[src/include/fsx_consts.svh]
// frame synthesizer constants
`ifndef FSX_CONSTS_SVH
`define FSX_CONSTS_SVH

// active area of the panel
`define FSX_H_RES           480
`define FSX_V_RES           272

// horizontal porches and sync, in clocks
`define FSX_H_FP            2
`define FSX_H_SYNC          41
`define FSX_H_BP            2

// vertical porches and sync, in lines
`define FSX_V_FP            2
`define FSX_V_SYNC          10
`define FSX_V_BP            2

// totals
`define FSX_LINE_CLKS       525
`define FSX_FRAME_LINES     286

// tile geometry
`define FSX_TILE            8
`define FSX_FETCH_LEAD      16      // two tiles ahead of the beam
`define FSX_TOP_SKIP        8       // black lines above the tiles
`define FSX_TILE_ROWS       32

// tile table strides, in entries per row
`define FSX_BG_STRIDE       64
`define FSX_WIN_STRIDE      60

// 8-bit port map
`define FSX_BG_TILE_BASE    0
`define FSX_BG_COLOR_BASE   2048
`define FSX_WIN_TILE_BASE   4096
`define FSX_WIN_COLOR_BASE  6144

// 32-bit port map with the patterns from address 0
`define FSX_PALETTE_BASE    1024

`define FSX_VRAM_AW         14

`endif

[src/source/fsx_pkg.sv]
// frame synthesizer types
`default_nettype none

`include "fsx_consts.svh"

package fsx_pkg;

    typedef logic [`FSX_VRAM_AW-1:0] vram_addr_t;

    // all zeros is black, or transparent in the window layer
    typedef struct packed {
        logic [2:0] r;
        logic [2:0] g;
        logic [1:0] b;
    } rgb332_t;

    // element 0 is the leftmost pixel
    typedef rgb332_t [7:0] tile_line_t;

    typedef enum logic [2:0] {
        PH_BG_TILE     = 3'd0,
        PH_BG_PATTERN  = 3'd1,
        PH_BG_COLOR    = 3'd2,
        PH_BG_PALETTE  = 3'd3,
        PH_WIN_TILE    = 3'd4,
        PH_WIN_PATTERN = 3'd5,
        PH_WIN_COLOR   = 3'd6,
        PH_WIN_PALETTE = 3'd7
    } fetch_phase_t;

    typedef struct packed {
        logic       hs;         // active low
        logic       vs;         // active low
        logic       de;
        logic [8:0] x;
        logic [8:0] y;
        logic       fetch_act;
        logic [8:0] fetch_x;    // x plus fetch lead
    } raster_t;

    typedef struct packed {
        logic    hs;
        logic    vs;
        logic    de;
        rgb332_t rgb;
    } video_out_t;

endpackage

`default_nettype wire

[src/source/fsx_raster_timing.sv]
// raster timing generator
`timescale 1ns/1ps
`default_nettype none

`include "fsx_consts.svh"

module fsx_raster_timing (
    input  logic             vga_clk,
    input  logic             i_rst_n,
    output fsx_pkg::raster_t o_raster
);

    localparam logic [9:0] HS_START    = 10'(`FSX_H_FP);
    localparam logic [9:0] HS_END      = 10'(`FSX_H_FP + `FSX_H_SYNC);
    localparam logic [9:0] HA_START    = 10'(`FSX_H_FP + `FSX_H_SYNC + `FSX_H_BP);
    localparam logic [9:0] HA_END      = HA_START + 10'(`FSX_H_RES);
    localparam logic [9:0] FETCH_START = HA_START - 10'(`FSX_FETCH_LEAD);
    localparam logic [9:0] FETCH_END   = FETCH_START + 10'(`FSX_H_RES);
    localparam logic [8:0] VS_START    = 9'(`FSX_V_FP);
    localparam logic [8:0] VS_END      = 9'(`FSX_V_FP + `FSX_V_SYNC);
    localparam logic [8:0] VA_START    = 9'(`FSX_V_FP + `FSX_V_SYNC + `FSX_V_BP);
    localparam logic [8:0] VA_END      = VA_START + 9'(`FSX_V_RES);

    logic [9:0] h_cnt;
    logic [8:0] v_cnt;
    logic       h_act;
    logic       v_act;
    logic       fetch_win;
    logic [9:0] h_rel;
    logic [9:0] f_rel;
    logic [8:0] v_rel;

    always_ff @(posedge vga_clk)
    begin
        if (!i_rst_n)
        begin
            h_cnt <= '0;
            v_cnt <= '0;
        end
        else if (h_cnt == 10'(`FSX_LINE_CLKS - 1))
        begin
            h_cnt <= '0;
            if (v_cnt == 9'(`FSX_FRAME_LINES - 1))
                v_cnt <= '0;
            else
                v_cnt <= v_cnt + 9'd1;
        end
        else
        begin
            h_cnt <= h_cnt + 10'd1;
        end
    end

    assign h_act     = (h_cnt >= HA_START) && (h_cnt < HA_END);
    assign v_act     = (v_cnt >= VA_START) && (v_cnt < VA_END);
    assign fetch_win = (h_cnt >= FETCH_START) && (h_cnt < FETCH_END);

    assign h_rel = h_cnt - HA_START;
    assign f_rel = h_cnt - FETCH_START;    // free running so the phase keeps stepping
    assign v_rel = v_cnt - VA_START;

    always_comb
    begin
        o_raster.hs        = !((h_cnt >= HS_START) && (h_cnt < HS_END));
        o_raster.vs        = !((v_cnt >= VS_START) && (v_cnt < VS_END));
        o_raster.de        = h_act && v_act;
        o_raster.x         = (h_act && v_act) ? h_rel[8:0] : '0;
        o_raster.y         = v_act ? v_rel : '0;
        o_raster.fetch_act = fetch_win && v_act;
        o_raster.fetch_x   = f_rel[8:0];
    end

    a_cnt_range: assert property (@(posedge vga_clk) disable iff (!i_rst_n)
        (h_cnt < 10'(`FSX_LINE_CLKS)) && (v_cnt < 9'(`FSX_FRAME_LINES)));

endmodule

`default_nettype wire

[src/source/fsx_tile_fetch.sv]
// tile fetch sequencer
`timescale 1ns/1ps
`default_nettype none

`include "fsx_consts.svh"

module fsx_tile_fetch (
    input  logic                vga_clk,
    input  logic                i_rst_n,
    input  fsx_pkg::raster_t    i_raster,
    output fsx_pkg::vram_addr_t o_vram8_addr,
    input  logic [7:0]          i_vram8_q,
    output fsx_pkg::vram_addr_t o_vram32_addr,
    input  logic [31:0]         i_vram32_q,
    output fsx_pkg::tile_line_t o_bg_line,
    output fsx_pkg::tile_line_t o_win_line
);

    import fsx_pkg::*;

    localparam vram_addr_t WIN_COLOR_END =
        vram_addr_t'(`FSX_WIN_COLOR_BASE + `FSX_TILE_ROWS * `FSX_WIN_STRIDE);

    fetch_phase_t phase;
    logic [7:0]   tile_y;
    logic [4:0]   tile_row;
    logic [2:0]   tile_line;
    logic [5:0]   tile_col;
    vram_addr_t   bg_ofs;
    vram_addr_t   win_ofs;
    vram_addr_t   pat_addr;
    vram_addr_t   pal_addr;
    logic [15:0]  pat_half;
    logic [15:0]  bg_pat;
    logic [15:0]  win_pat;
    logic [31:0]  bg_pal;
    tile_line_t   bg_stage;
    tile_line_t   win_stage;

    // 2-bit value v picks palette byte 3-v and pixel 0 takes the top bits
    function automatic tile_line_t resolve(input logic [15:0] pat, input logic [31:0] pal);
        tile_line_t res;
        logic [1:0] v;
        for (int k = 0; k < 8; k++)
        begin
            v      = pat[15 - 2*k -: 2];
            res[k] = pal[8*(3 - int'(v)) +: 8];
        end
        return res;
    endfunction

    assign phase     = fetch_phase_t'(i_raster.fetch_x[2:0]);
    assign tile_y    = 8'(i_raster.y - 9'(`FSX_TOP_SKIP));
    assign tile_row  = tile_y[7:3];
    assign tile_line = tile_y[2:0];
    assign tile_col  = i_raster.fetch_x[8:3];

    assign bg_ofs  = vram_addr_t'(tile_row) * vram_addr_t'(`FSX_BG_STRIDE)
                   + vram_addr_t'(tile_col);
    assign win_ofs = vram_addr_t'(tile_row) * vram_addr_t'(`FSX_WIN_STRIDE)
                   + vram_addr_t'(tile_col);

    // index read last cycle drives this cycle's 32-bit address
    assign pat_addr = vram_addr_t'({i_vram8_q, tile_line[2:1]});   // 4 words per tile
    assign pal_addr = vram_addr_t'(`FSX_PALETTE_BASE) + vram_addr_t'(i_vram8_q);

    assign pat_half = tile_line[0] ? i_vram32_q[15:0] : i_vram32_q[31:16];

    always_comb
    begin
        o_vram8_addr  = '0;
        o_vram32_addr = '0;
        if (i_raster.fetch_act)
        begin
            case (phase)
                PH_BG_TILE:     o_vram8_addr  = vram_addr_t'(`FSX_BG_TILE_BASE) + bg_ofs;
                PH_BG_PATTERN:  o_vram32_addr = pat_addr;
                PH_BG_COLOR:    o_vram8_addr  = vram_addr_t'(`FSX_BG_COLOR_BASE) + bg_ofs;
                PH_BG_PALETTE:  o_vram32_addr = pal_addr;
                PH_WIN_TILE:    o_vram8_addr  = vram_addr_t'(`FSX_WIN_TILE_BASE) + win_ofs;
                PH_WIN_PATTERN: o_vram32_addr = pat_addr;
                PH_WIN_COLOR:   o_vram8_addr  = vram_addr_t'(`FSX_WIN_COLOR_BASE) + win_ofs;
                PH_WIN_PALETTE: o_vram32_addr = pal_addr;
                default: ;
            endcase
        end
    end

    // each case branch sees the data for the address of the phase before
    always_ff @(posedge vga_clk)
    begin
        if (!i_rst_n)
        begin
            bg_pat     <= '0;
            win_pat    <= '0;
            bg_pal     <= '0;
            bg_stage   <= '0;
            win_stage  <= '0;
            o_bg_line  <= '0;
            o_win_line <= '0;
        end
        else
        begin
            case (phase)
                PH_BG_COLOR:  bg_pat <= pat_half;
                PH_WIN_TILE:  bg_pal <= i_vram32_q;
                PH_WIN_COLOR: win_pat <= pat_half;
                PH_BG_TILE:
                begin
                    // window palette of the previous fetch tile is back
                    bg_stage  <= resolve(bg_pat, bg_pal);
                    win_stage <= resolve(win_pat, i_vram32_q);
                end
                PH_WIN_PALETTE:
                begin
                    // lands on the display tile boundary
                    o_bg_line  <= bg_stage;
                    o_win_line <= win_stage;
                end
                default: ;
            endcase
        end
    end

    a_vram8_range: assert property (@(posedge vga_clk) disable iff (!i_rst_n)
        i_raster.fetch_act |-> (o_vram8_addr < WIN_COLOR_END));

endmodule

`default_nettype wire

[src/source/fsx_pixel_mixer.sv]
// window and background pixel mixer
`timescale 1ns/1ps
`default_nettype none

`include "fsx_consts.svh"

module fsx_pixel_mixer (
    input  logic                vga_clk,
    input  logic                i_rst_n,
    input  fsx_pkg::raster_t    i_raster,
    input  fsx_pkg::tile_line_t i_bg_line,
    input  fsx_pkg::tile_line_t i_win_line,
    output fsx_pkg::video_out_t o_video,
    output logic                o_frame_done
);

    import fsx_pkg::*;

    localparam logic [8:0] TILE_Y_START = 9'(`FSX_TOP_SKIP);
    localparam logic [8:0] TILE_Y_END   =
        9'(`FSX_TOP_SKIP + `FSX_TILE_ROWS * `FSX_TILE);

    logic [2:0] px_sel;
    rgb332_t    bg_px;
    rgb332_t    win_px;
    rgb332_t    mix_px;
    logic       in_tiles;
    logic       frame_hit;

    assign px_sel = i_raster.x[2:0];
    assign bg_px  = i_bg_line[px_sel];
    assign win_px = i_win_line[px_sel];
    assign mix_px = (win_px != '0) ? win_px : bg_px;   // zero is see-through

    assign in_tiles = (i_raster.y >= TILE_Y_START) && (i_raster.y < TILE_Y_END);

    // first pixel of the line just below the tiles
    assign frame_hit = i_raster.de && (i_raster.x == '0) && (i_raster.y == TILE_Y_END);

    always_ff @(posedge vga_clk)
    begin
        if (!i_rst_n)
        begin
            o_video.hs   <= 1'b1;
            o_video.vs   <= 1'b1;
            o_video.de   <= 1'b0;
            o_video.rgb  <= '0;
            o_frame_done <= 1'b0;
        end
        else
        begin
            o_video.hs   <= i_raster.hs;
            o_video.vs   <= i_raster.vs;
            o_video.de   <= i_raster.de;
            o_video.rgb  <= (i_raster.de && in_tiles) ? mix_px : '0;
            o_frame_done <= frame_hit;
        end
    end

    a_blank_rgb: assert property (@(posedge vga_clk) disable iff (!i_rst_n)
        !o_video.de |-> (o_video.rgb == '0));

endmodule

`default_nettype wire

[src/source/fsx_top.sv]
// frame synthesizer top level
`timescale 1ns/1ps
`default_nettype none

module fsx_top (
    input  logic                vga_clk,
    input  logic                i_rst_n,
    output fsx_pkg::vram_addr_t o_vram8_addr,
    input  logic [7:0]          i_vram8_q,
    output fsx_pkg::vram_addr_t o_vram32_addr,
    input  logic [31:0]         i_vram32_q,
    output fsx_pkg::video_out_t o_video,
    output logic                o_frame_done
);

    import fsx_pkg::*;

    raster_t    raster;
    tile_line_t bg_line;
    tile_line_t win_line;

    fsx_raster_timing raster_timing_i (
        .vga_clk  (vga_clk),
        .i_rst_n  (i_rst_n),
        .o_raster (raster)
    );

    // runs two tiles ahead of the mixer
    fsx_tile_fetch tile_fetch_i (
        .vga_clk       (vga_clk),
        .i_rst_n       (i_rst_n),
        .i_raster      (raster),
        .o_vram8_addr  (o_vram8_addr),
        .i_vram8_q     (i_vram8_q),
        .o_vram32_addr (o_vram32_addr),
        .i_vram32_q    (i_vram32_q),
        .o_bg_line     (bg_line),
        .o_win_line    (win_line)
    );

    fsx_pixel_mixer pixel_mixer_i (
        .vga_clk      (vga_clk),
        .i_rst_n      (i_rst_n),
        .i_raster     (raster),
        .i_bg_line    (bg_line),
        .i_win_line   (win_line),
        .o_video      (o_video),
        .o_frame_done (o_frame_done)
    );

endmodule

`default_nettype wire

[config.mk]
export PLATFORM = sky130hd
export DESIGN_NAME = fsx_top
export DESIGN_NICKNAME = d
export VERILOG_FILES = /design/src/source/fsx_pkg.sv /design/src/source/fsx_raster_timing.sv /design/src/source/fsx_tile_fetch.sv /design/src/source/fsx_pixel_mixer.sv /design/src/source/fsx_top.sv
export VERILOG_INCLUDE_DIRS = /design/src /design/src/include
export SDC_FILE = /design/constraint.sdc
export NUM_CORES = 1
export LEC_CHECK = 0
export ABC_CLOCK_PERIOD_IN_PS = 6200
export BUFFER_PORTS_ARGS = -buffer_cell sky130_fd_sc_hd__buf_4
export CORE_UTILIZATION = 56
export DETAILED_ROUTE_END_ITERATION = 7
export PLACE_DENSITY_LB_ADDON = 0.3
export SYNTH_ARGS = -nofsm -noshare
export SYNTH_HDL_FRONTEND = slang
export SYNTH_HIERARCHICAL = 1
export SYNTH_SLANG_ARGS = --single-unit
[constraint.sdc]
create_clock -name vga_clk -period 6.2 [get_ports vga_clk]
set_input_delay 1.24 -clock vga_clk [delete_from_list [all_inputs] [get_ports vga_clk]]
set_output_delay 1.24 -clock vga_clk [all_outputs]
set_load 0.1 [all_outputs]
==> results.txt <==
The area occupied by multi-input gates came out at 0.01155 mm². In this run the critical register-to-register path is launched from raster_timing_i/h_cnt[0]. The number of buffer and inverter instances along the worst setup path is 4.

The number of port buffers came out at 78. For this design, the slowest cell found on the critical path is sky130_fd_sc_hd__fa_1. Traced cell by cell, the critical path runs through or3_4, o21ai_4, nand2_4, nor2_4, inv_4, ha_4, a21boi_4, xnor2_2, inv_2, xnor2_2, fa_1, inv_2, ha_4, a21o_4, a21o_1, a221oi_2, o211ai_1, and3b_1, o31a_2, buf_12. The path with the worst hold slack has its endpoint at tile_fetch_i/o_win_line[32]. For the worst setup path, the data required time is 4960 ps. After synthesis, the netlist uses 62 different library cells. The worst setup path is captured at a primary output. The first global-routing pass estimated 79350 µm of wire. The setup path with the least slack is of type reg2out. The number of antenna violations at the first check in global routing is 0. At the end of routability-driven placement, the weighted congestion stood at 0.9048.

The maximum single-stage delay on the critical path came out at 530 ps. The detailed router's first-iteration violation count came out at 1655. Of the cells placed in the final design, the portion with a size suffix greater than 1 is 0.2052. The tightest hold path in the finished design has a slack of 462.4 ps. The worst reg-to-reg path cell count came out at 12. Max-cap violations in this run came to 0. The via density per instance is 6.163. The via count of the routed design is 15314. The die extent in y is 186.1 µm.

The total number of clock tree sinks is 351. The final reports fail on negative setup slack. The die covers 0.03464 mm². The worst slew margin relative to its limit came out at 0.2014. The total I/O pin count is 82.

The final-layout fill cell count is 2687. The worst endpoint data arrival time came out at 5050 ps. The count of mapped cells out of synthesis is 2020. The final clock skew came out at 13.67 ps. The share of the Yosys chip area taken by registers is 0.3701.

Leaving out fill and tap cells, the most frequent cell in the layout is sky130_fd_sc_hd__nand2_1. The worst setup path is launched from a flop. The repair_antennas step left the layout with diodes totalling 0.

Across the VDD grid, the largest voltage drop is 0.2354 mV. The sequential cell area in the final layout came out at 0.007037 mm². The number of endpoints with negative hold slack in the final report is 0.

The minimum setup slack in the final design is -86.08 ps. Counting instances, the worst hold path has a depth of 2. The library cells used most frequently in the layout, excluding fill and tap cells, are sky130_fd_sc_hd__nand2_1, sky130_fd_sc_hd__dfxtp_1, sky130_fd_sc_hd__a21boi_0, sky130_fd_sc_hd__mux4_2, sky130_fd_sc_hd__buf_4.

The relative area change from synthesis to final layout came out at 13.46%. TritonCTS built the clock tree. Along the worst path, the maximum fanout reaches 5.

The timing-limited maximum frequency is 159.1 MHz. The power density relative to cell area came out at 248.1 mW/mm². The worst hold path begins at tile_fetch_i/win_stage[32].

The horizontal die dimension is 186.1 µm. In this run the cell area of the synthesized design comes to 0.01899 mm². During synthesis, Yosys emitted a total of 6 warnings. The clock-pin transition on the worst setup and hold timing paths came out at 60 ps. The met2 capacity usage during global routing is 0.4773. The number of setup violations in the final report is 3. The flow ran to the end, but the final reports show violations. The global-route track usage on met1 came out at 0.4004.

The placed wire-length estimate after detailed placement came out at 32630 µm. The leftover overflow at the end of global routing is 0. The via count of the first global-routing pass came to 14443.

The average routed wire per standard cell came out at 20.58 µm. The net count of the finished layout is 2083. The final period demand of the worst path is 6286 ps. Setup repair after global routing could not meet its margin everywhere. The final cell utilization of the core is 0.6440. The global-route track usage on met3 is 0.05791. The detail route stage leaves a number of antenna-violating nets equal to 0. met2 is the most crowded layer.

The placeable core region came out at 0.03345 mm². The proportion of synthesized flip-flops having asynchronous set or reset came out at 0. Entering global routing, the biggest net connects 130 pins.

The setup slack of the most critical reg-to-reg path came out at 1300 ps. The most frequently used flop master after synthesis is sky130_fd_sc_hd__dfxtp_1. Clock latency on the worst-skew pair, taken at its later pin, is 530 ps.

The final routed wirelength across all metal layers is 51140 µm. After detailed routing, the number of remaining DRC violations is 0. The initial cell density of the core is 0.5676. The endpoint of the worst register-to-register path is pixel_mixer_i/o_video[3].

The number of enable flip-flop cells after synthesis came out at 0. Broken down by cell family, the worst path's largest delay share belongs to compound AO/OA/AOI/OAI gates. The summed negative setup slack over all endpoints is -238.7 ps. The deepest clock path buffer count came out at 3. The number of storage elements in the synthesis netlist is 351.

The overall fraction of global-route tracks in use is 0.2979. The count of TritonRoute iterations in the first routing pass came out at 5. The total of hold buffers inserted after clock tree synthesis came out at 0.

The number of buffers added by the clock tree synthesis step is 38. The CTS H-tree depth came out at 2. The tree is rooted in a sky130_fd_sc_hd__clkbuf_16. The worst hold path belongs to the class reg2reg. Dividing the synthesized area by the synthesized cell count gives 9.399 µm².

The number of placement rows came out at 67. In the finished design, the share of the clock period the worst path needs comes to 1.014. The measured slew at the worst slew-check pin is 1198 ps. The leakage power total is 7.516 nW. The max-slew violation total from the final report was 0.
-- cell usage after synthesis, types with 3 or more instances --
cell / number / share of area
sky130_fd_sc_hd__or4b_2: 3 / 0.0016
sky130_fd_sc_hd__inv_1: 28 / 0.0055
sky130_fd_sc_hd__nor3_1: 18 / 0.0047
sky130_fd_sc_hd__nand3_1: 15 / 0.0040
sky130_fd_sc_hd__xor2_1: 12 / 0.0055
sky130_fd_sc_hd__o211a_1: 33 / 0.017
sky130_fd_sc_hd__xnor2_1: 29 / 0.013
sky130_fd_sc_hd__buf_2: 9 / 0.0024
sky130_fd_sc_hd__buf_1: 14 / 0.0028
sky130_fd_sc_hd__mux4_1: 10 / 0.014
sky130_fd_sc_hd__o21ai_0: 8 / 0.0021
sky130_fd_sc_hd__nor2_1: 50 / 0.0099
sky130_fd_sc_hd__fa_1: 3 / 0.0032
sky130_fd_sc_hd__mux4_2: 150 / 0.18
sky130_fd_sc_hd__nor3b_1: 9 / 0.0036
sky130_fd_sc_hd__nand2b_1: 10 / 0.0033
sky130_fd_sc_hd__mux2_2: 8 / 0.0047
sky130_fd_sc_hd__or4_1: 4 / 0.0016
sky130_fd_sc_hd__or3_1: 8 / 0.0026
sky130_fd_sc_hd__clkbuf_1: 148 / 0.029
sky130_fd_sc_hd__a21o_1: 7 / 0.0028
sky130_fd_sc_hd__o31ai_1: 3 / 0.0012
sky130_fd_sc_hd__a31oi_1: 3 / 0.00099
sky130_fd_sc_hd__ha_1: 28 / 0.018
sky130_fd_sc_hd__dfxtp_1: 351 / 0.37
sky130_fd_sc_hd__and3_1: 9 / 0.0030
sky130_fd_sc_hd__a21oi_1: 14 / 0.0037
sky130_fd_sc_hd__a211oi_1: 4 / 0.0016
sky130_fd_sc_hd__mux2i_1: 36 / 0.019
sky130_fd_sc_hd__nand4_1: 9 / 0.0030
sky130_fd_sc_hd__nor2b_1: 5 / 0.0016
sky130_fd_sc_hd__nand2_1: 638 / 0.13
sky130_fd_sc_hd__o22ai_1: 8 / 0.0026
sky130_fd_sc_hd__and2_1: 5 / 0.0016
sky130_fd_sc_hd__a21boi_0: 290 / 0.11
sky130_fd_sc_hd__buf_4: 3 / 0.0012
sky130_fd_sc_hd__nor4_1: 9 / 0.0030
-- timing repair --
action,CTS,global route
endpoints found under the setup margin,7,7
buffers inserted,13,5
pin swaps,21,21
gates resized for setup,40,18
-- report_power, final --
group          leakage, nW  internal (W)  switching (W)
logic                 4.05      0.000254       0.000334
clock network        0.631       0.00139       0.000915
registers             2.84       0.00231       0.000143
total                 7.52       0.00395        0.00139
-- sequential cells by signal (all words and copies together) (netlist names), 11 cells and up --
register                 count
tile_fetch_i/bg_stage       64
tile_fetch_i/o_bg_line      64
tile_fetch_i/o_win_line     64
tile_fetch_i/win_stage      64
tile_fetch_i/bg_pal         32
tile_fetch_i/bg_pat         16
tile_fetch_i/win_pat        16
pixel_mixer_i/o_video       11
-- through the flow --
| step | cell area, µm² | instances | setup WS [ps] | power (W) |
|---|---|---|---|---|
| after floorplan | 19150 | 2022 | -112.7 | 0.002876 |
| after global placement | 19880 | 2400 | 134.8 | 0.003070 |
| after detailed placement | 19880 | 2400 | 33.50 | 0.003080 |
| after CTS | 21420 | 2480 | -57.88 | 0.005358 |
| after global routing | 21540 | 2485 | -238.5 | 0.005511 |
| final | 21540 | 2485 | -86.08 | 0.005345 |
-- worst reg2reg max path, stage by stage, from the launching register on --
cell                       delay, ps
sky130_fd_sc_hd__dfxtp_1         490
sky130_fd_sc_hd__inv_1           350
sky130_fd_sc_hd__ha_1            450
sky130_fd_sc_hd__nand2b_1        170
sky130_fd_sc_hd__a311oi_1        110
sky130_fd_sc_hd__o21a_1          360
sky130_fd_sc_hd__nor3_2          210
sky130_fd_sc_hd__buf_4           400
sky130_fd_sc_hd__mux4_1          660
sky130_fd_sc_hd__mux2i_1         440
sky130_fd_sc_hd__nand4_1         140
sky130_fd_sc_hd__or4_1           690
sky130_fd_sc_hd__o22ai_1         330
-- cell type report --
class,count,area share
multi-input combinational,1466,0.5361
sequential,351,0.3267
clock buffer,54,0.05210
timing repair buffer,125,0.04716
tap,448,0.02602
clock inverter,13,0.006970
inverter,28,0.004995
-- worst max-delay path by stage --
stage | slack, ps | depth (start not counted) | end | from
after floorplan | -110 | 21 | o_vram8_addr[9] | raster_timing_i/v_cnt[5]
final | -90 | 20 | o_vram8_addr[10] | raster_timing_i/v_cnt[5]
after global routing | -240 | 20 | o_vram8_addr[11] | raster_timing_i/v_cnt[5]
after detailed placement | 30 | 20 | o_vram8_addr[11] | raster_timing_i/v_cnt[5]
after CTS | -60 | 19 | o_vram8_addr[10] | raster_timing_i/v_cnt[6]
after global placement | 130 | 20 | o_vram8_addr[11] | raster_timing_i/v_cnt[5]
-- cells by family (layout without fill, tap and decap cells) --
family / count (synthesis) / count (layout) / synth area share
fa+ha+maj: 31 / 31 / 0.02162
buf+inv: 205 / 220 / 0.04336
mux: 204 / 204 / 0.2155
xor+xnor: 43 / 43 / 0.02096
flops: 351 / 351 / 0.3701
simple gates: 800 / 800 / 0.1743
compound gates: 385 / 385 / 0.1539
other cells: 1 / 3 / 0.0001975
-- routing by layer --
layer  share of wire  routed length, µm
met5               0                  0
met4           0.031               1571
met3           0.091               4676
met2            0.46              23770
met1            0.41              21120
No activity file was read; power rests on OpenSTA's default activity.
